===== src/design/id_pkg.sv =====
// shared decode types; opcode values follow the RV32I/RV64I base encoding only
`default_nettype none

package id_pkg;

  localparam int INST_W     = 32;
  localparam int REG_ADDR_W = 5;

  localparam logic [INST_W-1:0] NOP_INST = 32'h0000_0013; // addi x0, x0, 0

  // major opcode field, inst[6:0]
  typedef enum logic [6:0] {
    OPC_LOAD   = 7'b000_0011,
    OPC_OP_IMM = 7'b001_0011,
    OPC_AUIPC  = 7'b001_0111,
    OPC_STORE  = 7'b010_0011,
    OPC_OP     = 7'b011_0011,
    OPC_LUI    = 7'b011_0111,
    OPC_BRANCH = 7'b110_0011,
    OPC_JALR   = 7'b110_0111,
    OPC_JAL    = 7'b110_1111
  } opcode_e;

  typedef enum logic [3:0] {
    ALU_ADD  = 4'd0,
    ALU_SUB  = 4'd1,
    ALU_SLL  = 4'd2,
    ALU_SLT  = 4'd3,
    ALU_SLTU = 4'd4,
    ALU_XOR  = 4'd5,
    ALU_SRL  = 4'd6,
    ALU_SRA  = 4'd7,
    ALU_OR   = 4'd8,
    ALU_AND  = 4'd9
  } alu_op_e;

  // branch/jump function resolved in decode
  typedef enum logic [3:0] {
    BR_NONE = 4'd0,
    BR_EQ   = 4'd1,
    BR_NE   = 4'd2,
    BR_LT   = 4'd3,
    BR_GE   = 4'd4,
    BR_LTU  = 4'd5,
    BR_GEU  = 4'd6,
    BR_JAL  = 4'd7,  // always taken, pc relative
    BR_JALR = 4'd8   // always taken, rs1 relative
  } br_func_e;

endpackage

`default_nettype wire


===== src/design/id_operand_fwd.sv =====
// combinational; expects the register file to return zero for x0
`timescale 1ns/1ps
`default_nettype none

module id_operand_fwd #(
  parameter int XLEN = 64
) (
  input  wire  [id_pkg::REG_ADDR_W-1:0] i_rs,
  input  wire  [XLEN-1:0]               i_rf_data,
  input  wire  [id_pkg::REG_ADDR_W-1:0] i_es_byp_rd,
  input  wire  [XLEN-1:0]               i_es_byp_result,
  input  wire                           i_es_load_sel,
  input  wire  [id_pkg::REG_ADDR_W-1:0] i_ms_byp_rd,
  input  wire  [XLEN-1:0]               i_ms_byp_result,
  input  wire                           i_ms_byp_stall,
  input  wire  [id_pkg::REG_ADDR_W-1:0] i_ws_byp_rd,
  input  wire  [XLEN-1:0]               i_ws_byp_result,
  output logic [XLEN-1:0]               o_data,
  output logic                          o_stall
);

  logic es_hit;
  logic ms_hit;
  logic ws_hit;

  // rd 0 means no write in that stage
  assign es_hit = (i_es_byp_rd != '0) && (i_es_byp_rd == i_rs);
  assign ms_hit = (i_ms_byp_rd != '0) && (i_ms_byp_rd == i_rs);
  assign ws_hit = (i_ws_byp_rd != '0) && (i_ws_byp_rd == i_rs);

  // youngest producer wins
  assign o_data = es_hit ? i_es_byp_result :
                  ms_hit ? i_ms_byp_result :
                  ws_hit ? i_ws_byp_result :
                           i_rf_data;

  // load data not back yet, or ms result not final
  assign o_stall = (es_hit && i_es_load_sel) || (ms_hit && i_ms_byp_stall);

  always_comb begin
    a_x0_reads_zero: assert final (i_rs != '0 || o_data == '0)
      else $error("x0 operand read as %h", o_data);
  end

endmodule

`default_nettype wire


===== config.mk =====
export PLATFORM = sky130hd
export DESIGN_NAME = id_operand_fwd
export DESIGN_NICKNAME = d
export VERILOG_FILES = /design/src/design/id_pkg.sv /design/src/design/id_operand_fwd.sv
export SDC_FILE = /design/constraint.sdc
export NUM_CORES = 1
export LEC_CHECK = 0
export BUFFER_PORTS_ARGS = -buffer_cell sky130_fd_sc_hd__buf_2
export CAP_MARGIN = 20
export CELL_PAD_IN_SITES_DETAIL_PLACEMENT = 2
export CELL_PAD_IN_SITES_GLOBAL_PLACEMENT = 2
export CORE_MARGIN = 3
export CORE_UTILIZATION = 15
export DETAILED_ROUTE_END_ITERATION = 12
export GPL_TIMING_DRIVEN = 0
export PLACE_DENSITY_LB_ADDON = 0.1
export SYNTH_ARGS = -nofsm -noshare
export SYNTH_HDL_FRONTEND = slang
export SYNTH_SLANG_ARGS = --single-unit

===== constraint.sdc =====
create_clock -name vclk -period 3.6
set_clock_uncertainty 0.1 [all_clocks]
set_input_delay 0.36 -clock vclk [all_inputs]
set_output_delay 0.36 -clock vclk [all_outputs]
set_load 0.01 [all_outputs]

## Yosys cells after proc, flatten, opt, wreduce, memory -nomap -nowiden

Cells that the tools add are included.

| word-level totals | value |
|---|---|
| word-level logic and storage cells | 15 |
| flip-flop bits (word level) | 0 |
| bits of input ports | 278 |

| operators by class | value |
|---|---|
| reduce and logical (&&, ||, !) cells | 9 |
| multiplexer cells | 3 |
| equal/unequal tests | 3 |

Operator list:

| cell | count |
|---|---|
| 64-bit 2-to-1 mux | 3 |
| 5-bit == test | 3 |
| 5-bit nonzero test | 3 |
| 1-bit logical AND | 5 |
| 1-bit logical OR | 1 |

## Logic depth before layout (Yosys ltp)

| depth | value |
|---|---|
| depth in word-level cells | 5 |
| mapped depth | 7 |
| depth with buffers taken out | 5 |

## Worst setup path after synthesis

Ideal clock, no wire load.

| timing | value |
|---|---|
| path type | input to output |
| from | in i_rs[1] in the netlist's numbering |
| to | out o_data[10] |
| data required time | 3140 ps |
| path slack | 1500 ps |
| arrival | 1640 ps |
| stages | 7 |
| cell sequence | or2_2 -> o21ai_0 -> nand2_1 -> and2_1 -> buf_6 -> buf_8 -> a221oi_2 |

| between the ends | value |
|---|---|
| cells in the longest elaborated chain, start to end | 5 |
| elaborated cells on any way between the ends | 9 |
| classes of those cells | eq/ne: 3; mux: 3; reduce/logical: 3 |

RTL lines:

| what | line | RTL |
|---|---|---|
| from (decl) | id_operand_fwd.sv:8 | `input wire [id_pkg::REG_ADDR_W-1:0] i_rs,` |
| 5-bit == test | id_operand_fwd.sv:29 | `assign ws_hit = (i_ws_byp_rd != '0) && (i_ws_byp_rd == i_rs);` |
| 1-bit logical AND | id_operand_fwd.sv:29 |  |
| 64-bit 2-to-1 mux | id_operand_fwd.sv:34 | `ws_hit ? i_ws_byp_result :` |
| 64-bit 2-to-1 mux | id_operand_fwd.sv:33 | `ms_hit ? i_ms_byp_result :` |
| 64-bit 2-to-1 mux (*) | id_operand_fwd.sv:32 | `assign o_data = es_hit ? i_es_byp_result :` |
| to (decl) | id_operand_fwd.sv:18 | `output logic [XLEN-1:0] o_data,` |

Every way passes the cells marked *; elsewhere a longest branch is shown, timed or not.

## Worst setup path after layout

| timing | value |
|---|---|
| from | in i_rs[0] in the netlist's numbering |
| to | out o_data[8] |

Same word-level chain as after synthesis.

==> metrics.txt <==
# TYPE chip_impl_metric gauge
chip_impl_metric{name="synthToLayoutAreaGrowth",unit="%"} 79.30
chip_impl_metric{name="synthesis.instances",unit=""} 314
chip_impl_metric{name="multi_input_logic_area",unit="mm²"} 0.002052
chip_impl_metric{name="synth-warning-count",unit=""} 0
chip_impl_metric{name="layout.clock_buffers",unit=""} 0
chip_impl_metric{name="wire_length_of_the_first_global_routing_pass",unit="mm"} 22.87
chip_impl_metric{name="design_area",unit="mm²"} 0.004498
chip_impl_metric{name="critical_path_peak_fanout",unit=""} 10
chip_impl_metric{name="fp.dieH",unit="µm"} 135.3
chip_impl_metric{name="tightest_slew",unit="ps"} 543.7
chip_impl_metric{name="layout_min_cycle_time",unit="ps"} 2740
chip_impl_metric{name="syn-mean-instance-area",unit="µm²"} 7.989
chip_impl_metric{name="drc_errors",unit=""} 0
chip_impl_metric{name="post-dp-hpwl",unit="mm"} 14.21
chip_impl_info{name="post-synth-top-area-cell",value="sky130_fd_sc_hd__a221oi_2"} 1
chip_impl_metric{name="synthesis.nets",unit=""} 592
chip_impl_metric{name="timing.fmax",unit="MHz"} 365.0
chip_impl_metric{name="postRouteWirelength",unit="mm"} 15.93
chip_impl_metric{name="drv_cap",unit=""} 0
chip_impl_metric{name="track_usage",unit="%"} 15.62
chip_impl_metric{name="globalRouteMet2Util",unit="%"} 32.77
chip_impl_metric{name="slew_headroom",unit="%"} 63.75
chip_impl_metric{name="cts-hold-fix-buffers",unit=""} 0
chip_impl_metric{name="tns_setup",unit="ps"} 0
chip_impl_metric{name="final_count_of_hold_timing_violations",unit=""} 0
chip_impl_metric{name="met3_usage",unit="%"} 4.049
chip_impl_metric{name="post_cts.resized_instances",unit=""} 0
chip_impl_metric{name="detailedRoute.firstIterationViolations",unit=""} 30
chip_impl_metric{name="die_width",unit="µm"} 135.3
chip_impl_metric{name="grt_antenna_before_repair",unit=""} 3
chip_impl_info{name="grt_busiest_layer",value="met2"} 1
chip_impl_metric{name="netlist-cell-type-count",unit=""} 26
chip_impl_metric{name="antenna_violating_nets_post_route",unit=""} 0
chip_impl_metric{name="post_layout_power",unit="mW"} 0.5166
chip_impl_metric{name="synthDominantCellAreaShare",unit="%"} 36.51
chip_impl_metric{name="cp_data_required_time",unit="ps"} 3140
chip_impl_info{name="worstSetupEndpointType",value="primary output"} 1
chip_impl_metric{name="starting_utilization_of_the_core_area",unit="%"} 15.57
chip_impl_metric{name="placement_rows",unit=""} 46
chip_impl_metric{name="vias_in_the_first_global_route",unit=""} 4230
chip_impl_metric{name="post_cts.repair.setup_buffers",unit=""} 0
chip_impl_metric{name="power.density",unit="mW/mm²"} 114.9
chip_impl_metric{name="detail_route.vias_per_cell",unit=""} 4.323
chip_impl_metric{name="seq_cells",unit=""} 0
chip_impl_info{name="synth.top_cells.by_area",value="sky130_fd_sc_hd__a221oi_2 (37%), sky130_fd_sc_hd__mux2i_1 (26%), sky130_fd_sc_hd__inv_1 (9.6%)"} 1
chip_impl_metric{name="rd_place_congestion",unit=""} 0.7954
chip_impl_metric{name="die_area",unit="mm²"} 0.01831
chip_impl_metric{name="final_nets",unit=""} 937
chip_impl_metric{name="final.period_utilization",unit="%"} 76.10
chip_impl_info{name="hp_class",value="in -> out"} 1
chip_impl_metric{name="drt_pass1_iterations",unit=""} 4
chip_impl_info{name="critical_path.startpoint_type",value="input pin"} 1
chip_impl_metric{name="placement.io_buffers",unit=""} 343
chip_impl_metric{name="syn-cell-area",unit="mm²"} 0.002509
chip_impl_metric{name="layout.filler_cells",unit=""} 2030
chip_impl_info{name="rsz_0062_raised_after_global_routing",value="false"} 1
chip_impl_info{name="result_of_the_run",value="completed"} 1
chip_impl_metric{name="count_of_vias_placed_by_the_detailed_router",unit=""} 3778
chip_impl_metric{name="core-area",unit="mm²"} 0.01612
chip_impl_metric{name="area.sequential",unit="µm²"} 0
chip_impl_metric{name="floorplan.io_pins",unit=""} 343
chip_impl_metric{name="grt_start_max_net_pins",unit=""} 11
chip_impl_metric{name="setup-violations-final",unit=""} 0
chip_impl_metric{name="ratio_of_cells_with_drive_above_1_in_the_final_layout",unit="%"} 65.30
chip_impl_metric{name="final_max_slew_viol_count",unit=""} 0
chip_impl_metric{name="yosysSeqAreaShare",unit="%"} 0
chip_impl_metric{name="placed_area",unit="mm²"} 0.004496
chip_impl_metric{name="routedWlPerCell",unit="µm"} 18.22
chip_impl_metric{name="grt.met1_usage",unit="%"} 15.57
chip_impl_metric{name="data_arrival_at_the_endpoint_of_the_critical_path",unit="ps"} 2280
chip_impl_info{name="setup.worst_path.class",value="in -> out"} 1
chip_impl_metric{name="grt_overflow",unit=""} 0
chip_impl_metric{name="static-leakage-power",unit="nW"} 2.847
chip_impl_metric{name="max-vdd-ir-drop",unit="mV"} 0.03487
==> critical path: stages <==
cell,delay [ps]
sky130_fd_sc_hd__buf_2,130
sky130_fd_sc_hd__nor4_1,360
sky130_fd_sc_hd__o21ai_0,180
sky130_fd_sc_hd__nand2_1,100
sky130_fd_sc_hd__buf_4,190
sky130_fd_sc_hd__clkbuf_1,450
sky130_fd_sc_hd__nor2_1,130
sky130_fd_sc_hd__a221oi_2,200
sky130_fd_sc_hd__buf_2,170
==> Yosys cell counts <==
cell	number
sky130_fd_sc_hd__a21oi_2	1
sky130_fd_sc_hd__nor3_1	1
sky130_fd_sc_hd__clkbuf_4	3
sky130_fd_sc_hd__clkbuf_1	6
sky130_fd_sc_hd__buf_8	6
sky130_fd_sc_hd__buf_4	6
sky130_fd_sc_hd__mux2i_1	64
sky130_fd_sc_hd__or2_2	1
sky130_fd_sc_hd__nor2_4	1
sky130_fd_sc_hd__and2_1	3
sky130_fd_sc_hd__o21ai_0	1
sky130_fd_sc_hd__a22o_1	1
sky130_fd_sc_hd__nor4_2	1
sky130_fd_sc_hd__nand2_1	3
sky130_fd_sc_hd__o21ai_1	1
sky130_fd_sc_hd__xnor2_1	4
sky130_fd_sc_hd__a221oi_1	3
sky130_fd_sc_hd__buf_2	5
sky130_fd_sc_hd__nor2_1	64
sky130_fd_sc_hd__or3_1	1
sky130_fd_sc_hd__nor4_1	3
sky130_fd_sc_hd__xor2_1	8
sky130_fd_sc_hd__nand4_1	1
sky130_fd_sc_hd__a221oi_2	61
sky130_fd_sc_hd__inv_1	64
sky130_fd_sc_hd__buf_6	1
==> where the power goes <==
group | switching [mW] | internal, mW
clock | 0 | 0.0000000373
sequential | 0 | 0
combinational | 0.250 | 0.267
==> per-layer routing <==
layer | vias to the layer above | part of all wire (%) | wire (µm)
met2 | 177 | 56 | 8998
met5 | - | 0.18 | 29
met3 | 14 | 8.2 | 1314
met1 | 1755 | 34 | 5418
met4 | 4 | 1.0 | 167
li1 | 1828 | - | -
==> placed cells by master, fill, tap and decap left out, types with 3 or more instances in the layout <==
master                     synthesis  routed
sky130_fd_sc_hd__buf_2             5     348
sky130_fd_sc_hd__clkbuf_4          3       3
sky130_fd_sc_hd__clkbuf_1          6       6
sky130_fd_sc_hd__xor2_1            8       8
sky130_fd_sc_hd__nor4_1            3       3
sky130_fd_sc_hd__and2_1            3       3
sky130_fd_sc_hd__inv_1            64      64
sky130_fd_sc_hd__nand2_1           3       3
sky130_fd_sc_hd__buf_8             6       6
sky130_fd_sc_hd__a221oi_2         61      61
sky130_fd_sc_hd__xnor2_1           4       4
sky130_fd_sc_hd__a221oi_1          3       3
sky130_fd_sc_hd__buf_4             6       6
sky130_fd_sc_hd__nor2_1           64      64
sky130_fd_sc_hd__mux2i_1          64      64
==> stage by stage <==
stage / instances / util (%) / hold WS (ps) / setup WS (ps)
floorplan: 314 / - / 730.4 / 1500
global placement: 873 / 27.90 / 940.1 / 792.8
detailed placement: 873 / 27.90 / 935.3 / 792.3
CTS: 873 / 27.90 / 938.2 / 781.9
global route: 874 / 27.91 / 964.7 / 591.9
finish: 874 / 27.91 / 931.1 / 860.2
==> final timing paths <==
check     startpoint   endpoint  cells after the start
min    i_es_load_sel    o_stall                      3
max          i_rs[0]  o_data[8]                      9
==> kinds of logic (layout without fill, tap and decap cells) <==
logic type / Yosys count / after routing / share of synthesized area, %
multiplexers: 64 / 64 / 25.54
other: 0 / 1 / 0
AND/OR/NAND/NOR: 79 / 79 / 13.42
AO/OA/AOI/OAI: 68 / 68 / 38.65
XOR/XNOR: 12 / 12 / 4.189
buffers and inverters: 91 / 434 / 18.20
==> layout make-up <==
type,instances,share of cell area [%]
Antenna cell,1,0.05563
Multi-Input combinational cell,223,45.62
Timing Repair Buffer,343,38.16
Tap cell,216,6.008
Buffer,27,4.812
Inverter,64,5.341
(Power assumes the default switching activity.)
