==> config.mk <==
export PLATFORM = sky130hd
export DESIGN_NAME = id_decoder
export DESIGN_NICKNAME = d
export VERILOG_FILES = /design/src/design/id_pkg.sv /design/src/design/id_decoder.sv
export SDC_FILE = /design/constraint.sdc
export NUM_CORES = 1
export LEC_CHECK = 0
export ABC_AREA = 1
export BUFFER_PORTS_ARGS = -buffer_cell sky130_fd_sc_hd__buf_2
export CAP_MARGIN = 20
export CORE_MARGIN = 2
export CORE_UTILIZATION = 38
export DETAILED_ROUTE_END_ITERATION = 8
export PLACE_DENSITY = 0.84
export SYNTH_ARGS = -nofsm -noshare
export SYNTH_HDL_FRONTEND = slang
export SYNTH_SLANG_ARGS = --single-unit
==> constraint.sdc <==
create_clock -name vclk -period 3.5
set_input_delay 0.35 -clock vclk [all_inputs]
set_output_delay 0.35 -clock vclk [all_outputs]
set_load 0.05 [all_outputs]
==> src/design/id_pkg.sv <==
// shared decode types; opcode values follow the RV32I/RV64I base encoding only
`default_nettype none

package id_pkg;

  localparam int INST_W     = 32;
  localparam int REG_ADDR_W = 5;

  localparam logic [INST_W-1:0] NOP_INST = 32'h0000_0013; // addi x0, x0, 0

  // major opcode field, inst[6:0]
  typedef enum logic [6:0] {
    OPC_LOAD   = 7'b000_0011,
    OPC_OP_IMM = 7'b001_0011,
    OPC_AUIPC  = 7'b001_0111,
    OPC_STORE  = 7'b010_0011,
    OPC_OP     = 7'b011_0011,
    OPC_LUI    = 7'b011_0111,
    OPC_BRANCH = 7'b110_0011,
    OPC_JALR   = 7'b110_0111,
    OPC_JAL    = 7'b110_1111
  } opcode_e;

  typedef enum logic [3:0] {
    ALU_ADD  = 4'd0,
    ALU_SUB  = 4'd1,
    ALU_SLL  = 4'd2,
    ALU_SLT  = 4'd3,
    ALU_SLTU = 4'd4,
    ALU_XOR  = 4'd5,
    ALU_SRL  = 4'd6,
    ALU_SRA  = 4'd7,
    ALU_OR   = 4'd8,
    ALU_AND  = 4'd9
  } alu_op_e;

  // branch/jump function resolved in decode
  typedef enum logic [3:0] {
    BR_NONE = 4'd0,
    BR_EQ   = 4'd1,
    BR_NE   = 4'd2,
    BR_LT   = 4'd3,
    BR_GE   = 4'd4,
    BR_LTU  = 4'd5,
    BR_GEU  = 4'd6,
    BR_JAL  = 4'd7,  // always taken, pc relative
    BR_JALR = 4'd8   // always taken, rs1 relative
  } br_func_e;

endpackage

`default_nettype wire

==> src/design/id_decoder.sv <==
// RV32I/RV64I integer subset only; CSR, system, fence and word ops decode as invalid
`timescale 1ns/1ps
`default_nettype none

module id_decoder #(
  parameter int XLEN = 64
) (
  input  wire  [id_pkg::INST_W-1:0]     i_inst,
  output logic [id_pkg::REG_ADDR_W-1:0] o_rs1,
  output logic [id_pkg::REG_ADDR_W-1:0] o_rs2,
  output logic [id_pkg::REG_ADDR_W-1:0] o_rd,
  output logic [XLEN-1:0]               o_imm,
  output id_pkg::alu_op_e               o_alu_op,
  output id_pkg::br_func_e              o_br_func,
  output logic                          o_alu_src1_pc,
  output logic                          o_alu_src2_imm,
  output logic                          o_gpr_wen,
  output logic                          o_mem_ren,
  output logic                          o_mem_wen,
  output logic                          o_load_sel,
  output logic                          o_invalid
);
  import id_pkg::*;

  opcode_e         opcode;
  logic [2:0]      funct3;
  logic [6:0]      funct7;
  logic [XLEN-1:0] imm_i, imm_s, imm_b, imm_u, imm_j;
  logic            is_op;
  logic            shamt_ok;
  alu_op_e         arith_op;
  logic            arith_ok;
  logic            use_rs1;
  logic            use_rs2;

  assign opcode   = opcode_e'(i_inst[6:0]);
  assign funct3   = i_inst[14:12];
  assign funct7   = i_inst[31:25];
  assign is_op    = (opcode == OPC_OP);
  assign shamt_ok = (XLEN == 64) || !i_inst[25]; // 6-bit shamt only on RV64

  assign imm_i = {{(XLEN-11){i_inst[31]}}, i_inst[30:20]};
  assign imm_s = {{(XLEN-11){i_inst[31]}}, i_inst[30:25], i_inst[11:7]};
  assign imm_b = {{(XLEN-12){i_inst[31]}}, i_inst[7], i_inst[30:25], i_inst[11:8], 1'b0};
  assign imm_u = {{(XLEN-31){i_inst[31]}}, i_inst[30:12], 12'b0};
  assign imm_j = {{(XLEN-20){i_inst[31]}}, i_inst[19:12], i_inst[20], i_inst[30:21], 1'b0};

  // OP and OP-IMM share funct3, funct7 only picks SUB/SRA
  always_comb begin
    case (funct3)
      3'b000:  arith_op = (is_op && funct7[5]) ? ALU_SUB : ALU_ADD;
      3'b001:  arith_op = ALU_SLL;
      3'b010:  arith_op = ALU_SLT;
      3'b011:  arith_op = ALU_SLTU;
      3'b100:  arith_op = ALU_XOR;
      3'b101:  arith_op = funct7[5] ? ALU_SRA : ALU_SRL;
      3'b110:  arith_op = ALU_OR;
      default: arith_op = ALU_AND;
    endcase
    arith_ok = 1'b1;
    if (is_op) begin
      arith_ok = (funct7 == 7'b0) ||
                 (funct7 == 7'b010_0000 && (funct3 == 3'b000 || funct3 == 3'b101));
    end else if (funct3 == 3'b001) begin
      arith_ok = (i_inst[31:26] == 6'b0) && shamt_ok;
    end else if (funct3 == 3'b101) begin
      arith_ok = (i_inst[31:26] == 6'b0 || i_inst[31:26] == 6'b01_0000) && shamt_ok;
    end
  end

  always_comb begin
    o_imm          = '0;
    o_alu_op       = ALU_ADD;
    o_br_func      = BR_NONE;
    o_alu_src1_pc  = 1'b0;
    o_alu_src2_imm = 1'b0;
    o_gpr_wen      = 1'b0;
    o_mem_ren      = 1'b0;
    o_mem_wen      = 1'b0;
    o_load_sel     = 1'b0;
    o_invalid      = 1'b0;
    use_rs1        = 1'b0;
    use_rs2        = 1'b0;
    case (opcode)
      OPC_OP, OPC_OP_IMM: begin
        use_rs1        = 1'b1;
        use_rs2        = is_op;
        o_imm          = imm_i;
        o_alu_op       = arith_op;
        o_alu_src2_imm = !is_op;
        o_gpr_wen      = arith_ok;
        o_invalid      = !arith_ok;
      end
      OPC_LUI, OPC_AUIPC: begin
        o_imm          = imm_u;
        o_alu_src1_pc  = (opcode == OPC_AUIPC);
        o_alu_src2_imm = 1'b1;
        o_gpr_wen      = 1'b1;
      end
      OPC_LOAD: begin  // lb lh lw lbu lhu, plus ld lwu on RV64
        use_rs1        = 1'b1;
        o_imm          = imm_i;
        o_alu_src2_imm = 1'b1;
        o_invalid      = (funct3 == 3'b111) ||
                         (XLEN == 32 && (funct3 == 3'b011 || funct3 == 3'b110));
        o_gpr_wen      = !o_invalid;
        o_mem_ren      = !o_invalid;
        o_load_sel     = !o_invalid;
      end
      OPC_STORE: begin
        use_rs1        = 1'b1;
        use_rs2        = 1'b1;
        o_imm          = imm_s;
        o_alu_src2_imm = 1'b1;
        o_invalid      = funct3[2] || (XLEN == 32 && funct3 == 3'b011);
        o_mem_wen      = !o_invalid;
      end
      OPC_BRANCH: begin
        use_rs1 = 1'b1;
        use_rs2 = 1'b1;
        o_imm   = imm_b;
        case (funct3)
          3'b000:  o_br_func = BR_EQ;
          3'b001:  o_br_func = BR_NE;
          3'b100:  o_br_func = BR_LT;
          3'b101:  o_br_func = BR_GE;
          3'b110:  o_br_func = BR_LTU;
          3'b111:  o_br_func = BR_GEU;
          default: o_invalid = 1'b1;
        endcase
      end
      OPC_JAL: begin
        o_imm         = imm_j;
        o_br_func     = BR_JAL;
        o_alu_src1_pc = 1'b1;  // link = pc + 4
        o_gpr_wen     = 1'b1;
      end
      OPC_JALR: begin
        use_rs1       = 1'b1;
        o_imm         = imm_i;
        o_invalid     = (funct3 != 3'b000);
        o_br_func     = o_invalid ? BR_NONE : BR_JALR;
        o_alu_src1_pc = 1'b1;
        o_gpr_wen     = !o_invalid;
      end
      default: o_invalid = 1'b1;
    endcase
    if (i_inst[11:7] == '0) begin
      o_gpr_wen = 1'b0;  // x0 is never written
    end
  end

  assign o_rs1 = use_rs1 ? i_inst[19:15] : '0;
  assign o_rs2 = use_rs2 ? i_inst[24:20] : '0;
  assign o_rd  = o_gpr_wen ? i_inst[11:7] : '0;  // no destination for branch/store

  always_comb begin
    a_invalid_quiet: assert final (!o_invalid || !(o_gpr_wen || o_mem_ren || o_mem_wen))
      else $error("invalid instruction %h left an enable set", i_inst);
  end

endmodule

`default_nettype wire

======== Word-level counts from Yosys, hierarchy flattened ========
Cells that the tools add are included.
Widths: inputs -> output; s select.
cells by class
  reduce and logical (&&, ||, !) cells .... 24
  multiplexer cells ....................... 24
  equal/unequal tests ..................... 18
operators by type and width
  operator            count
  $pmux 64 s5         1
  $eq 7x6->1 const B  4
  $pmux 4 s7          1
  $eq 7x7->1 const B  3
  $pmux 3 s6          1
  $mux 5              3
  $eq 7x5->1 const B  2
  $eq 3x3->1 const B  4
  $pmux 4 s3          1
  $reduce_or 6->1     2
  $mux 1              10
  $mux 4              2
  $reduce_or 2->1     4
  $reduce_or 4->1     2
  $eq 7x2->1 const B  1
  $logic_not 7->1     1
  $eq 3x2->1 const B  2
  $eq 6x5->1 const B  1
  $logic_not 6->1     1
  $pmux 1 s2          3
  $pmux 1 s6          1
  $logic_not 1->1     5
  $logic_not 5->1     1
  $pmux 1 s4          1
  6 further kinds     9
storage, ports and cells
  register bits ........................... 0
  output and inout port bits .............. 94
  logic and storage cells ................. 66
  input bits .............................. 32

======== Depth between registers and ports, before layout ========
Gate-level depths: netlist of the first run.
  depth after elaboration ................. 8
  mapped depth ............................ 11
  gate-level depth less buffers ........... 11

======== Least setup slack after synthesis of the first run ========
OpenSTA, ideal clock, no wires.
  path type ............................... input to output
  from .................................... input i_inst[6] in the netlist's numbering
  to ...................................... output o_imm[32]
  slack ................................... -194 ps
  data required time ...................... 3150 ps
  stages .................................. 9
  path buffers ............................ 3
  data arrival time ....................... 3344 ps
  cell sequence ........................... buf_6 nand3_2 inv_2 nand3_2 buf_6 nand2_2 inv_2 a21oi_1 buf_4
between the ends
  cells in the longest elaborated chain, start to end .. 3
  elaborated cells between the ends (all ways) .. 12
  those cells by class .................... eq/ne (9); mux (1); reduce/logical (2)
ends and longest elaborated chain
  item                                                          line              text
  start, declared                                               id_decoder.sv:8   input wire [id_pkg::INST_W-1:0] i_inst,
  $eq 7x6->1, or another cell as far along                      id_decoder.sv:84  case (opcode)
  $reduce_or 4->1 (no line) or $reduce_or 2->1 (tied branches)  n/a
  $pmux 64 s5 (*)                                               id_decoder.sv:84
  end, declared                                                 id_decoder.sv:12  output logic [XLEN-1:0] o_imm,
Mark *: on every way between the ends. The rest lies on a longest branch, timed or not.

======== Worst setup path in the final report of the first run ========
  from .................................... input i_inst[6] in the netlist's numbering
  to ...................................... output o_imm[53]
The elaborated chain is that of the path after synthesis.

==> metrics.yaml, run 1 <==
syn_area_per_cell_sq_um: 5.55
design_area_sq_um: 1680
slew_headroom_pct: 60.1
die_h_um: 62.2
setup_viol: 0
ir_worst_vdd_uv: 43.7
syn_area_sq_um: 1290
critPathArrivalTime_ps: 2090
place_area_sq_um: 1680
p_leak_uw: 0.00124
fill_cells: 336
ctsResizeCount: 0
worstHoldPathType: "in -> out"
nets: 354
gp_congestion: 0.796
ctsHoldBuffers: 0
grt_max_degree: 34
fmax_ghz: 0.410
ant_nets: 0
synth-seq-area-share_pct: 0
grt_util_all_layers_pct: 16.6
final_common_cell: "buf_2"
hold_viol_final: 0
seqCellArea_sq_um: 0
avgRoutedWirePerCell_um: 9.92
syn2layout_area_growth_pct: 30.5
postSynthCellCount: 232
antenna_cells: 0
synth_cell_types: 31
hpwl_um: 3100
die_w_um: 62.2
layout-drive-gt1-share_pct: 53.1
flops_and_latches: 0
drt-total-wl_um: 3630
tns_ps: 0
start_util_pct: 39.2
max-cap-violations: 0
end_kind: "primary output"
cts_setup_buffers: 0
worst_pin_slew_ps: 596
rsz0062_at_grt: "no"
yosys_warnings: 0
fin_crit_sh_pct: 69.7
drt-pass1-iter-count: 4
numPortBuffers: 126
antenna_found_initial: 0
rows: 21
synth_nets: 264
start_kind: "primary input"
grt_pass1_vias: 1457
outcome: "finished clean"
grt_pass1_wl_um: 5710
vias: 1647
min_period_ps: 2440
die-area_sq_um: 3870
pin_count: 126
dr.first_iter.drc_count: 35
mostFrequentLayoutCells: "126 x buf_2, 43 x nand2_1, 36 x inv_1"
clkbuf_count: 0
critical_path_class: "in -> out"
grt_overflow: 0
power.density_nw_per_um2: 112
drc: 0
fin_util_pct: 51.2
critical_path_peak_fanout: 33
drt-vias-per-instance: 4.50
slew_violations: 0
required_ps: 3150
core_sq_um: 3280
critical path, cell delays in order:
cell and delay (ps):
buf_2 160, nor2_4 190, nand2_1 380, nand2_2 220
inv_2 100, a21oi_2 130, buf_4 240, buf_2 300
per-layer routing:
layer / vias to the layer above / part of all wire [%] / global-route usage [%]
met1: 708 / 40 / 18.4
met3: 0 / 8.0 / 1.09
met5: - / 0 / 0
met4: 0 / 0 / 1.67
met2: 83 / 52 / 34.8
li1: 856 / - / -
area by class of cell:
cell class         instances  area, sq um  share of cell area, %
well taps                 46         57.6                   3.43
multi-input cells        147          805                   47.9
repair buffers           127          638                   38.0
inverters                 46          180                   10.7
stage by stage:
step                setup slack, ps  hold slack (ps)  total power [uW]  cells
floorplan                       628              910               151    232
global placement               1110             1090               186    366
detailed placement             1030             1080               187    366
CTS                            1030             1090               188    366
global route                    856             1120               200    366
finish                         1060             1080               188    366
logic make-up after synthesis:
family	synth area share, %
AND/OR/NAND/NOR	39.3
buffers and inverters	37.8
AO/OA/AOI/OAI	22.9
power breakdown:
group	total, uW	leakage (uW)	internal [uW]	switching (uW)
logic	188	0.00124	44.3	143
clock network	0	0	0	0
registers	0	0	0	0
synth_stat cells (3+ instances only):
library cell | instances | area share (%)
inv_4 | 3 | 1.5
o21ai_0 | 13 | 5.1
nand2_2 | 6 | 2.9
inv_1 | 36 | 10
nand2_1 | 43 | 13
nor2_4 | 3 | 2.6
a21oi_2 | 4 | 2.7
nand3_1 | 9 | 3.5
o22ai_1 | 3 | 1.5
nor2_1 | 35 | 10
o21ai_2 | 9 | 6.1
buf_6 | 3 | 2.6
buf_4 | 33 | 19
inv_2 | 7 | 2.0
a21oi_1 | 5 | 1.9
worst paths after layout:
kind / from / endpoint / slack (ps) / cells past startpoint
worst min-delay path: i_inst[17] / o_rs1[2] / 1080 / 4
worst max-delay path: i_inst[6] / o_imm[53] / 1060 / 8
Note: power is estimated with default switching activity, not from simulation.
==> inputs of run 2 (changes only) <==
==> constraint.sdc (replaced) <==
create_clock -name vclk -period 2.3
set_input_delay 0.23 -clock vclk [all_inputs]
set_output_delay 0.23 -clock vclk [all_outputs]
set_load 0.05 [all_outputs]
==> run 2 against run 1 <==
Compared with the run above:
- hold slack worse by 230 ps
- total power is 53% higher
- die area stayed put
- first-iteration DRC count is 5.7% lower
- highest routed layer is now met4
- worst setup slack worse by 730 ps
- largest power group unchanged
- routed wire length is 0.30% higher
- sequential cell count stayed put
- combinational power is 53% higher
- sequential share of layout area stayed put
- clock-buffer cell count stayed put
- utilization is 0.69 points higher
==> metrics.yaml, run 2 (synthesized netlist as in run 1, its figures left out) <==
flops_and_latches: 0  # unchanged
slew_violations: 0  # unchanged
rsz0062_at_grt: "no"
cp_top_family: "buffers and inverters"
seqCellArea_sq_um: 0  # unchanged
fin_crit_sh_pct: 85.6
clkbuf_count: 0  # unchanged
p_int_uw: 68.1  # +54%
power.density_nw_per_um2: 168  # +51%
outcome: "finished clean"
cts_setup_buffers: 0  # unchanged
ctsHoldBuffers: 0  # unchanged
multi_input_area_sq_um: 812  # +0.93%
tns_ps: 0  # unchanged
fmax_ghz: 0.508
critical_path_peak_fanout: 33  # unchanged
design_area_sq_um: 1700  # +1.3%
end_kind: "primary output"
final_cell_count_no_fill: 368  # +0.55%
gp_congestion: 0.846  # +6.3%
min_period_ps: 1970
antenna_found_initial: 0  # unchanged
placed_cells: 368  # +0.55%
dr.first_iter.drc_count: 33  # -5.7%
max-cap-violations: 0  # unchanged
ir_worst_vdd_uv: 67.9  # +55%
syn2layout_area_growth_pct: 32.3
grt_overflow: 0  # unchanged
hold_viol_final: 0  # unchanged
ctsResizeCount: 0  # unchanged
start_util_pct: 39.2  # unchanged
die-area_sq_um: 3870  # unchanged
worst_pin_slew_ps: 410  # -186 ps
mostFrequentLayoutCells: "126 x buf_2, 43 x nand2_1, 36 x inv_1"
setup_viol: 0  # unchanged
p_leak_uw: 0.00125  # +0.80%
critPathMaxStageDelay_ps: 300  # -80 ps
power.share.clock_pct: 0  # unchanged
drt-vias-per-instance: 4.47  # -0.72%
required_ps: 2070  # -1080 ps
critPathArrivalTime_ps: 1740  # -350 ps
path_cells: "buf_2, nand3_2, inv_2, nand3_2, nand2_2, inv_2, a21oi_4, buf_4, buf_2"
final_common_cell: "buf_2"
slew_headroom_pct: 72.6  # +12 points
grt_max_degree: 34  # unchanged
vias: 1644  # -0.18%
place_area_sq_um: 1700  # +1.3%
worstHoldPathType: "in -> out"
numPortBuffers: 126  # unchanged
crit_slowest_cell: "buf_2"
start_kind: "primary input"
p_comb_share_pct: 100.0  # about the same
die_h_um: 62.2  # unchanged
power.switching_uw: 219  # +52%
critical_path_class: "in -> out"
antenna_cells: 0  # unchanged
grt_pass1_vias: 1373  # -5.8%
die_w_um: 62.2  # unchanged
drc: 0  # unchanged
pin_count: 126  # unchanged
fill_cells: 347  # +3.3%
hpwl_um: 3200  # +3.1%
ant_nets: 0  # unchanged
grt_pass1_wl_um: 5790  # +1.5%
avgRoutedWirePerCell_um: 9.89  # -0.24%
grt_util_all_layers_pct: 17.0  # +0.42 points
layout-drive-gt1-share_pct: 53.4  # +0.29 points
power_frac_seq_pct: 0  # unchanged
core_sq_um: 3280  # unchanged
cp.buffers_inverters: 5  # +1
swShare_pct: 76.2  # -0.15 points
rows: 21  # unchanged
drt-total-wl_um: 3640  # +0.30%
nets: 356  # +0.56%
drt-pass1-iter-count: 4  # unchanged
run 2: cell count changes in the layout (fill, tap and decap cells not counted), sizes merged:
cell / delta
buf: +2
run 2: worst min-delay path: cells and delay by family:
kind                   cells  cell delay (ps)
buffers and inverters      3              340
and+or+nand+nor            1               40
run 2: final timing paths:
| check | slack [ps] | end | cells past startpoint | from |
|---|---|---|---|---|
| min | 850 | o_rs1[0] | 4 | i_inst[15] |
| max | 330 | o_imm[62] | 9 | i_inst[6] |
run 2: layer usage:
metal  vias to the layer above  part of all wire [%]  global-route usage [%]
met5                         -                     0                       0
met4                         0                 0.082                    1.39
met3                         2                    10                    2.54
met2                        95                    50                    33.8
met1                       686                    39                    19.6
li1                        861                     -                       -
run 2: final cells by class:
type	count	share of cell area [%]
timing repair buffer	129	38.4
multi-input combinational	147	47.7
tap	46	3.38
inverter	46	10.6
run 2: per-stage QoR:
stage / total power (uW) / worst slack, ps / util (%) / hold WS, ps
3_3_place_gp: 285 / 362 / 51.8 / 851
5_1_grt: 307 / 145 / 51.8 / 871
4_1_cts: 288 / 308 / 51.8 / 850
2_1_floorplan: 230 / 15.0 / - / 670
6_report: 287 / 331 / 51.8 / 851
3_5_place_dp: 287 / 309 / 51.8 / 848
run 2: power groups by stage:
stage / clock network, uW / logic [uW] / registers (uW)
6_report: 0 / 287 / 0
5_1_grt: 0 / 307 / 0
4_1_cts: 0 / 288 / 0
3_5_place_dp: 0 / 287 / 0
3_3_place_gp: 0 / 285 / 0
2_1_floorplan: 0 / 230 / 0
