--- config.mk ---
export PLATFORM = sky130hd
export DESIGN_NAME = id_branch_unit
export DESIGN_NICKNAME = d
export VERILOG_FILES = /design/src/design/id_pkg.sv /design/src/design/id_branch_unit.sv
export SDC_FILE = /design/constraint.sdc
export NUM_CORES = 1
export LEC_CHECK = 0
export BUFFER_PORTS_ARGS = -buffer_cell sky130_fd_sc_hd__buf_4
export CAP_MARGIN = 30
export CORE_MARGIN = 2
export CORE_UTILIZATION = 43
export DETAILED_ROUTE_END_ITERATION = 16
export PLACE_DENSITY_LB_ADDON = 0.3
export SLEW_MARGIN = 15
export SYNTH_ARGS = -nofsm -noshare
export SYNTH_HDL_FRONTEND = slang
export SYNTH_SLANG_ARGS = --single-unit
--- constraint.sdc ---
create_clock -name vclk -period 7.9
set_input_delay 0.79 -clock vclk [all_inputs]
set_output_delay 0.79 -clock vclk [all_outputs]
set_load 0.05 [all_outputs]
--- src/design/id_pkg.sv ---
// shared decode types; opcode values follow the RV32I/RV64I base encoding only
`default_nettype none

package id_pkg;

  localparam int INST_W     = 32;
  localparam int REG_ADDR_W = 5;

  localparam logic [INST_W-1:0] NOP_INST = 32'h0000_0013; // addi x0, x0, 0

  // major opcode field, inst[6:0]
  typedef enum logic [6:0] {
    OPC_LOAD   = 7'b000_0011,
    OPC_OP_IMM = 7'b001_0011,
    OPC_AUIPC  = 7'b001_0111,
    OPC_STORE  = 7'b010_0011,
    OPC_OP     = 7'b011_0011,
    OPC_LUI    = 7'b011_0111,
    OPC_BRANCH = 7'b110_0011,
    OPC_JALR   = 7'b110_0111,
    OPC_JAL    = 7'b110_1111
  } opcode_e;

  typedef enum logic [3:0] {
    ALU_ADD  = 4'd0,
    ALU_SUB  = 4'd1,
    ALU_SLL  = 4'd2,
    ALU_SLT  = 4'd3,
    ALU_SLTU = 4'd4,
    ALU_XOR  = 4'd5,
    ALU_SRL  = 4'd6,
    ALU_SRA  = 4'd7,
    ALU_OR   = 4'd8,
    ALU_AND  = 4'd9
  } alu_op_e;

  // branch/jump function resolved in decode
  typedef enum logic [3:0] {
    BR_NONE = 4'd0,
    BR_EQ   = 4'd1,
    BR_NE   = 4'd2,
    BR_LT   = 4'd3,
    BR_GE   = 4'd4,
    BR_LTU  = 4'd5,
    BR_GEU  = 4'd6,
    BR_JAL  = 4'd7,  // always taken, pc relative
    BR_JALR = 4'd8   // always taken, rs1 relative
  } br_func_e;

endpackage

`default_nettype wire

--- src/design/id_branch_unit.sv ---
// combinational; JALR target has bit 0 cleared, misaligned targets are not flagged
`timescale 1ns/1ps
`default_nettype none

module id_branch_unit #(
  parameter int XLEN = 64
) (
  input  wire id_pkg::br_func_e i_br_func,
  input  wire  [XLEN-1:0]       i_pc,
  input  wire  [XLEN-1:0]       i_imm,
  input  wire  [XLEN-1:0]       i_rs1_data,
  input  wire  [XLEN-1:0]       i_rs2_data,
  output logic                  o_taken,
  output logic [XLEN-1:0]       o_target
);
  import id_pkg::*;

  logic            eq;
  logic            lt;
  logic            ltu;
  logic [XLEN-1:0] pc_sum;
  logic [XLEN-1:0] rs1_sum;

  assign eq  = (i_rs1_data == i_rs2_data);
  assign lt  = ($signed(i_rs1_data) < $signed(i_rs2_data));
  assign ltu = (i_rs1_data < i_rs2_data);

  always_comb begin
    case (i_br_func)
      BR_EQ:           o_taken = eq;
      BR_NE:           o_taken = !eq;
      BR_LT:           o_taken = lt;
      BR_GE:           o_taken = !lt;
      BR_LTU:          o_taken = ltu;
      BR_GEU:          o_taken = !ltu;
      BR_JAL, BR_JALR: o_taken = 1'b1;
      default:         o_taken = 1'b0;
    endcase
  end

  assign pc_sum  = i_pc + i_imm;
  assign rs1_sum = i_rs1_data + i_imm;

  assign o_target = (i_br_func == BR_JALR) ? {rs1_sum[XLEN-1:1], 1'b0} : pc_sum;

endmodule

`default_nettype wire

-- Word-level counts from Yosys, hierarchy flattened
Index checks and enable logic that the tools add are counted.
- register bits after elaboration: 0
- input port bits: 260
- output and inout bits: 65
- logic and storage cells: 19
- add/sub/neg operators: 2
- magnitude comparators: 2
- equal/unequal tests: 9
- mux-type cells: 2
- reduce and logical (&&, ||, !) cells: 4
- operator list (kind ; count):
    adder 64 bit ; 2
    less-than comparator 64 bit ; 2
    == test 64 bit ; 1
    two-way mux 64 bit ; 1
    == test 4 x 3 -> 1 bit (second input constant) ; 4
    == test 4 x 2 -> 1 bit (second input constant) ; 2
    case mux 1 bit (7 select lines) ; 1
    == test 4 x 1 -> 1 bit (second input constant) ; 1
    == test 4 bit (second input constant) ; 1
    logical NOT 1 bit ; 3
    OR reduction 2 bit ; 1

-- Depth between registers and ports, before layout
Gate-level depths: netlist of run 1.
- depth in word-level cells: 3
- gate-level depth with buffers: 14
- depth with buffers taken out: 14

-- Worst setup path before layout of run 1
No wires, ideal clock.
- path type: input -> output
- from: input i_pc[3]
- to: output o_target[25]
- arrival time: 4.024 ns
- required time: 7.110 ns
- setup slack: 3.086 ns
- stages: 12
- path buffers: 0
- cell sequence: ha_1 > a21o_1 > a21oi_1 > a21oi_1 > o311a_1 > o211ai_1 > a21boi_0 > o21ai_0 > a21o_1 > a21oi_1 > o21a_1 > o31ai_1
- longest elaborated chain between the ends: 2
- ends and longest elaborated chain (element ; RTL line ; source):
    from (decl) ; id_branch_unit.sv:9 ; input wire [XLEN-1:0] i_pc,
    adder 64 bit ; id_branch_unit.sv:41 ; assign pc_sum = i_pc + i_imm;
    two-way mux 64 bit ; id_branch_unit.sv:44 ; assign o_target = (i_br_func == BR_JALR) ? {rs1_sum[XLEN-1:1], 1'b0} : pc_sum;
    to (decl) ; id_branch_unit.sv:14 ; output logic [XLEN-1:0] o_target
Every way passes these cells.

-- Worst setup path after layout of run 1
- from: input i_rs1_data[14]
- to: output o_target[63]
- longest elaborated chain between the ends: 2
- ends and longest elaborated chain (element ; RTL line ; source):
    from (decl) ; id_branch_unit.sv:11 ; input wire [XLEN-1:0] i_rs1_data,
    adder 64 bit ; id_branch_unit.sv:42 ; assign rs1_sum = i_rs1_data + i_imm;
    two-way mux 64 bit ; id_branch_unit.sv:44 ;
Every way passes these cells.

==> run_summary.xml, run 1 <==
<?xml version="1.0" encoding="UTF-8"?>
<metrics>
  <group name="outcome">
    <metric name="run_status" unit="">completed</metric>
  </group>
  <group name="logic_synthesis">
    <metric name="ys_warn_count" unit="">0</metric>
    <metric name="synthDominantCellAreaShare" unit="%">24.6</metric>
    <metric name="yosysUniqueCellTypes" unit="">75</metric>
    <metric name="synth.largest_area_cell" unit="">sky130_fd_sc_hd__ha_1</metric>
    <metric name="post_synth_inst_count" unit="">1420</metric>
    <metric name="ys_top_cells_by_count" unit="">sky130_fd_sc_hd__ha_1, sky130_fd_sc_hd__a21oi_1, sky130_fd_sc_hd__nand2_1</metric>
    <metric name="synth_area_leaders" unit="">sky130_fd_sc_hd__ha_1, sky130_fd_sc_hd__a21o_1, sky130_fd_sc_hd__a21oi_1</metric>
    <metric name="netlist_area" unit="um2">9620</metric>
    <metric name="yosysSeqAreaShare" unit="%">0</metric>
    <metric name="syn_area_per_cell" unit="um2">6.78</metric>
    <metric name="synth_most_common_cell" unit="">sky130_fd_sc_hd__ha_1</metric>
    <metric name="synthesized_nets" unit="">1871</metric>
  </group>
  <group name="route">
    <metric name="post_drt_wl_per_cell" unit="um">18.4</metric>
    <metric name="violation_count_after_the_first_detailed_routing_iteration" unit="">877</metric>
    <metric name="via_count" unit="">11660</metric>
    <metric name="detail_route.drc_violations" unit="">0</metric>
    <metric name="totalWireLength" unit="mm">36.1</metric>
    <metric name="final_antenna_net_count" unit="">0</metric>
    <metric name="pre_antenna_drt_iters" unit="">5</metric>
    <metric name="detail_route.vias_per_cell" unit="">5.93</metric>
  </group>
  <group name="min_path">
    <metric name="holdCritStartpoint" unit="">i_pc[0]</metric>
    <metric name="hold_path.class" unit="">input pin to output port</metric>
    <metric name="hold_end" unit="">o_target[0]</metric>
    <metric name="min_delay_path_depth" unit="">4</metric>
  </group>
  <group name="power">
    <metric name="p_per_area" unit="nW/um2">108</metric>
    <metric name="power.total" unit="W">0.00132</metric>
    <metric name="vdd_ir_drop_max" unit="mV">0.148</metric>
    <metric name="leakage" unit="nW">6.43</metric>
  </group>
  <group name="timing">
    <metric name="tns" unit="ns">0</metric>
    <metric name="max_freq" unit="GHz">0.187</metric>
    <metric name="report.final.setup_viol" unit="">0</metric>
    <metric name="rsz0062_at_grt" unit="">false</metric>
    <metric name="min_period_over_period" unit="%">67.7</metric>
    <metric name="final-max-slew-violation-count" unit="">0</metric>
    <metric name="timing.final.crit_period" unit="ns">5.35</metric>
    <metric name="slew_headroom" unit="%">33.3</metric>
    <metric name="timing_worst_slew_pin_value" unit="ns">0.988</metric>
    <metric name="hold_viol_final" unit="">0</metric>
  </group>
  <group name="global_route">
    <metric name="grt_remaining_overflow" unit="">0</metric>
    <metric name="grt_max_degree" unit="">68</metric>
    <metric name="wire_length_of_the_first_global_routing_pass" unit="mm">56.2</metric>
    <metric name="antenna_found_initial" unit="">0</metric>
    <metric name="number_of_global_route_vias_before_repair" unit="">10722</metric>
    <metric name="global_route.usage.total" unit="%">28.7</metric>
  </group>
  <group name="final_layout">
    <metric name="antenna_diode_count" unit="">0</metric>
    <metric name="layout-drive-gt1-share" unit="%">21.2</metric>
    <metric name="nClkBuffers" unit="">0</metric>
    <metric name="num-fill-cells" unit="">2237</metric>
    <metric name="syn_to_final_growth" unit="%">26.5</metric>
    <metric name="layout.nets" unit="">2138</metric>
    <metric name="area.sequential" unit="um2">0</metric>
    <metric name="seq_cell_count" unit="">0</metric>
    <metric name="final_util" unit="%">55.6</metric>
    <metric name="multi_input_combinational_cell_area" unit="um2">9000</metric>
  </group>
  <group name="worst_setup_path">
    <metric name="critPathSlowestCell" unit="">sky130_fd_sc_hd__o311ai_0</metric>
    <metric name="setup.worst_path.start_class" unit="">input pin</metric>
    <metric name="critPathCaptureType" unit="">output port</metric>
    <metric name="critical_path.max_stage_delay" unit="ns">0.82</metric>
    <metric name="crit_arrival" unit="ns">4.56</metric>
    <metric name="critical-path-top-cell-by-count" unit="">sky130_fd_sc_hd__buf_4</metric>
    <metric name="required" unit="ns">7.11</metric>
    <metric name="cp_cell_sequence" unit="">buf_4 -&gt; ha_1 -&gt; a21o_1 -&gt; a31oi_1 -&gt; o311ai_0 -&gt; o2111ai_1 -&gt; a2111oi_4 -&gt; nor2_1 -&gt; a21oi_1 -&gt; a221oi_1 -&gt; a21boi_0 -&gt; nor4b_2 -&gt; buf_4</metric>
    <metric name="timing.setup.critical_path_class" unit="">input pin to output port</metric>
    <metric name="critical_path.top_delay_family" unit="">compound AO/OA/AOI/OAI gates</metric>
    <metric name="critPathMaxFanout" unit="">8</metric>
    <metric name="critical_path_buf_inv_count" unit="">2</metric>
  </group>
  <group name="floorplan">
    <metric name="die_w" unit="um">154</metric>
    <metric name="top_ports" unit="">325</metric>
    <metric name="row_count" unit="">54</metric>
    <metric name="design.die.area" unit="um2">23600</metric>
    <metric name="fp.coreArea" unit="um2">21900</metric>
    <metric name="initial_core_utilization" unit="%">44.0</metric>
    <metric name="die_h" unit="um">154</metric>
  </group>
  <group name="placement">
    <metric name="placement.io_buffers" unit="">325</metric>
    <metric name="place.detailed.hpwl" unit="mm">31.4</metric>
    <metric name="place.gp.congestion" unit="">1.02</metric>
  </group>
  <group name="flow_run">
    <metric name="max-cap-violations" unit="">0</metric>
  </group>
  <group name="cts">
    <metric name="post_cts_hold_buffer_count" unit="">0</metric>
    <metric name="post_cts_buffers" unit="">0</metric>
    <metric name="post_cts.resized_instances" unit="">0</metric>
  </group>
</metrics>
[per-stage QoR]
stage	hold slack, ns	cell area [um2]	worst slack (ns)	cells
after global placement	2.08	12200	2.64	1965
after CTS	2.07	12200	2.56	1965
after global routing	2.11	12200	2.32	1965
after floorplan	1.93	9620	3.09	1420
after detailed placement	2.07	12200	2.57	1965
final	2.07	12200	2.55	1965
[report_power, final]
group	total, W	leakage [nW]	switching [W]	internal (W)
logic	0.00132	6.43	0.000819	0.000500
clock network	0	0	0	0
registers	0	0	0	0
[metal layers]
layer / routed length [um] / track usage, %
met1: 15700 / 39.3
met2: 16100 / 46.7
met3: 3000 / 3.89
met4: 1310 / 8.69
met5: 0 / 0
[placed cells by master, fill, tap and decap left out, types with 12 or more instances in the layout]
cell	Yosys	routed
sky130_fd_sc_hd__buf_4	3	327
sky130_fd_sc_hd__a21oi_1	173	173
sky130_fd_sc_hd__ha_1	189	189
sky130_fd_sc_hd__o21ai_0	84	84
sky130_fd_sc_hd__nand3_1	34	34
sky130_fd_sc_hd__and3_1	15	15
sky130_fd_sc_hd__xnor2_1	55	55
sky130_fd_sc_hd__nor2_1	106	105
sky130_fd_sc_hd__nor2b_1	13	13
sky130_fd_sc_hd__nand4_1	42	42
sky130_fd_sc_hd__o21bai_1	22	22
sky130_fd_sc_hd__a31oi_1	12	12
sky130_fd_sc_hd__nand2b_1	14	14
sky130_fd_sc_hd__nand2_1	127	127
sky130_fd_sc_hd__nor3_1	16	16
sky130_fd_sc_hd__a21o_1	119	119
sky130_fd_sc_hd__xor2_1	58	58
sky130_fd_sc_hd__inv_1	98	98
[how the worst max path moves through the flow]
stage                         startpoint           end  slack, ns  cells past startpoint
after global placement         i_imm[14]  o_target[63]       2.64                     13
final                     i_rs1_data[14]  o_target[63]       2.55                     13
after global routing           i_imm[14]  o_target[63]       2.32                     13
after detailed placement  i_rs1_data[14]  o_target[63]       2.57                     13
after CTS                 i_rs1_data[14]  o_target[63]       2.56                     13
after floorplan                  i_pc[3]  o_target[25]       3.09                     12
[area by class of cell]
type	count	share of cell area, %
inverter	98	3.02
timing repair buffer	327	20.2
tap	280	2.88
multi-input combinational	1260	73.9
[cell families (layout without fill, tap and decap cells)]
kind of cell    Yosys count  count (layout)  share of synthesized area [%]
compound gates          526             526                           35.8
mux                      10              10                           1.05
xor+xnor                113             113                           10.3
fa+ha+maj               191             191                           25.0
simple gates            420             420                           21.3
buf+inv                 160             425                           6.57
No activity file was read; power rests on OpenSTA's default activity.
==> run 2, diff against run 1 <==
Clock period 7.9 ns to 5.44 ns, I/O delays scaled along.
==> run_summary.xml, run 2 (synthesis results as in run 1) <==
<?xml version="1.0" encoding="UTF-8"?>
<metrics>
  <group name="outcome">
    <metric name="run_status" unit="">completed</metric>
  </group>
  <group name="final_layout">
    <metric name="layout.nets" unit="">2139</metric>
    <metric name="nClkBuffers" unit="">0</metric>
    <metric name="final_common_cell" unit="">sky130_fd_sc_hd__buf_4</metric>
    <metric name="area.sequential" unit="um2">0</metric>
    <metric name="final-instance-count-excl-fill" unit="">1966</metric>
    <metric name="layout-drive-gt1-share" unit="%">21.3</metric>
    <metric name="seq_cell_count" unit="">0</metric>
    <metric name="num-fill-cells" unit="">2205</metric>
    <metric name="syn_to_final_growth" unit="%">26.5</metric>
    <metric name="mostFrequentLayoutCells" unit="">sky130_fd_sc_hd__buf_4, sky130_fd_sc_hd__ha_1, sky130_fd_sc_hd__a21oi_1, sky130_fd_sc_hd__nand2_1, sky130_fd_sc_hd__a21o_1</metric>
    <metric name="antenna_diode_count" unit="">0</metric>
    <metric name="multi_input_combinational_cell_area" unit="um2">9000</metric>
  </group>
  <group name="cts">
    <metric name="post_cts.resized_instances" unit="">0</metric>
    <metric name="post_cts_hold_buffer_count" unit="">0</metric>
    <metric name="post_cts_buffers" unit="">0</metric>
  </group>
  <group name="worst_setup_path">
    <metric name="cp_cell_sequence" unit="">buf_4 -&gt; ha_1 -&gt; nand4_1 -&gt; nor4_1 -&gt; o21ai_0 -&gt; nand2_1 -&gt; o2111ai_1 -&gt; a2111oi_4 -&gt; nor3_2 -&gt; o21ai_1 -&gt; a311oi_2 -&gt; xor2_1 -&gt; mux2i_1 -&gt; buf_4</metric>
    <metric name="critPathMaxFanout" unit="">8</metric>
    <metric name="timing.critical_path.from" unit="">i_imm[18]</metric>
    <metric name="critPathSlowestCell" unit="">sky130_fd_sc_hd__a2111oi_4</metric>
    <metric name="crit_arrival" unit="ns">4.22</metric>
    <metric name="timing.setup.critical_path_class" unit="">input pin to output port</metric>
    <metric name="critical_path.max_stage_delay" unit="ns">0.55</metric>
    <metric name="setup.worst_path.start_class" unit="">input pin</metric>
    <metric name="required" unit="ns">4.90</metric>
    <metric name="critPathCaptureType" unit="">output port</metric>
    <metric name="critical-path-top-cell-by-count" unit="">sky130_fd_sc_hd__buf_4</metric>
    <metric name="critical_path_buf_inv_count" unit="">2</metric>
    <metric name="critical_path.top_delay_family" unit="">compound AO/OA/AOI/OAI gates</metric>
  </group>
  <group name="flow_run">
    <metric name="max-cap-violations" unit="">0</metric>
  </group>
  <group name="floorplan">
    <metric name="design.die.area" unit="um2">23600</metric>
    <metric name="die_w" unit="um">154</metric>
    <metric name="row_count" unit="">54</metric>
    <metric name="top_ports" unit="">325</metric>
    <metric name="fp.coreArea" unit="um2">21900</metric>
    <metric name="die_h" unit="um">154</metric>
    <metric name="initial_core_utilization" unit="%">44.0</metric>
  </group>
  <group name="route">
    <metric name="detail_route.drc_violations" unit="">0</metric>
    <metric name="final_antenna_net_count" unit="">0</metric>
    <metric name="via_count" unit="">11578</metric>
    <metric name="post_drt_wl_per_cell" unit="um">18.2</metric>
    <metric name="totalWireLength" unit="mm">35.9</metric>
    <metric name="detail_route.vias_per_cell" unit="">5.89</metric>
    <metric name="violation_count_after_the_first_detailed_routing_iteration" unit="">701</metric>
    <metric name="pre_antenna_drt_iters" unit="">7</metric>
  </group>
  <group name="global_route">
    <metric name="grt_remaining_overflow" unit="">0</metric>
    <metric name="wire_length_of_the_first_global_routing_pass" unit="mm">56.2</metric>
    <metric name="grt_max_degree" unit="">43</metric>
    <metric name="global_route.usage.total" unit="%">28.7</metric>
    <metric name="number_of_global_route_vias_before_repair" unit="">10826</metric>
    <metric name="antenna_found_initial" unit="">0</metric>
  </group>
  <group name="placement">
    <metric name="placement.io_buffers" unit="">325</metric>
    <metric name="place.gp.congestion" unit="">1.02</metric>
    <metric name="place.detailed.hpwl" unit="mm">31.3</metric>
    <metric name="placed_cells_incl_taps" unit="">1965</metric>
  </group>
  <group name="timing">
    <metric name="timing.final.crit_period" unit="ns">4.76</metric>
    <metric name="final.hold.worst_slack" unit="ns">1.58</metric>
    <metric name="min_period_over_period" unit="%">87.5</metric>
    <metric name="rsz0062_at_grt" unit="">false</metric>
    <metric name="report.final.setup_viol" unit="">0</metric>
    <metric name="timing_worst_slew_pin_value" unit="ns">0.927</metric>
    <metric name="final-max-slew-violation-count" unit="">0</metric>
    <metric name="hold_viol_final" unit="">0</metric>
    <metric name="slew_headroom" unit="%">37.6</metric>
    <metric name="max_freq" unit="GHz">0.210</metric>
    <metric name="tns" unit="ns">0</metric>
  </group>
  <group name="power">
    <metric name="p_int" unit="W">0.000727</metric>
    <metric name="p_per_area" unit="nW/um2">157</metric>
    <metric name="power_frac_clock" unit="%">0</metric>
    <metric name="p_sw_share" unit="%">62.0</metric>
    <metric name="vdd_ir_drop_max" unit="mV">0.147</metric>
    <metric name="leakage" unit="nW">6.43</metric>
    <metric name="share_comb_of_total_power" unit="%">100.0</metric>
    <metric name="power.share.sequential" unit="%">0</metric>
    <metric name="power.net_switching" unit="W">0.00119</metric>
  </group>
  <group name="min_path">
    <metric name="holdCritStartpoint" unit="">i_pc[0]</metric>
    <metric name="hold_path.class" unit="">input pin to output port</metric>
    <metric name="min_delay_path_depth" unit="">4</metric>
    <metric name="hold_end" unit="">o_target[0]</metric>
  </group>
</metrics>
[run 2: cell types whose count changed in the layout (fill, tap and decap cells not counted)]
cell	before	now
sky130_fd_sc_hd__clkbuf_2	0	1
[run 2: layout make-up]
cell class,instances,area share (%)
Tap cell,280,2.88
Multi-Input combinational cell,1260,73.9
Inverter,98,3.02
Timing Repair Buffer,328,20.2
[run 2: power groups by stage]
stage / logic [W] / registers (W) / clock network (W)
floorplan: 0.00129 / 0 / 0
detailed placement: 0.00188 / 0 / 0
global route: 0.00206 / 0 / 0
finish: 0.00191 / 0 / 0
CTS: 0.00190 / 0 / 0
global placement: 0.00188 / 0 / 0
[run 2: worst max path at each step]
stage / slack, ns / depth (start not counted) / endpoint
floorplan: 1.12 / 12 / o_target[25]
global placement: 0.65 / 13 / o_target[63]
detailed placement: 0.56 / 13 / o_target[61]
CTS: 0.57 / 13 / o_target[61]
global route: 0.49 / 14 / o_target[63]
finish: 0.68 / 14 / o_target[61]
[run 2: metrics by stage]
| stage | power, W | instance area, um2 | setup WS, ns | util (%) |
|---|---|---|---|---|
| global route | 0.00206 | 12200 | 0.494 | 55.6 |
| finish | 0.00191 | 12200 | 0.678 | 55.6 |
| detailed placement | 0.00188 | 12200 | 0.565 | 55.6 |
| CTS | 0.00190 | 12200 | 0.567 | 55.6 |
| global placement | 0.00188 | 12200 | 0.646 | 55.6 |
| floorplan | 0.00129 | 9620 | 1.12 | - |
[run 2: routing by layer]
layer  up-vias  wire (um)  global-route usage (%)
li1       5753          -                       -
met3        68       2940                    4.40
met5         -          0                       0
met4         0       1280                    8.56
met2       491      15900                    47.1
met1      5266      15800                    38.9
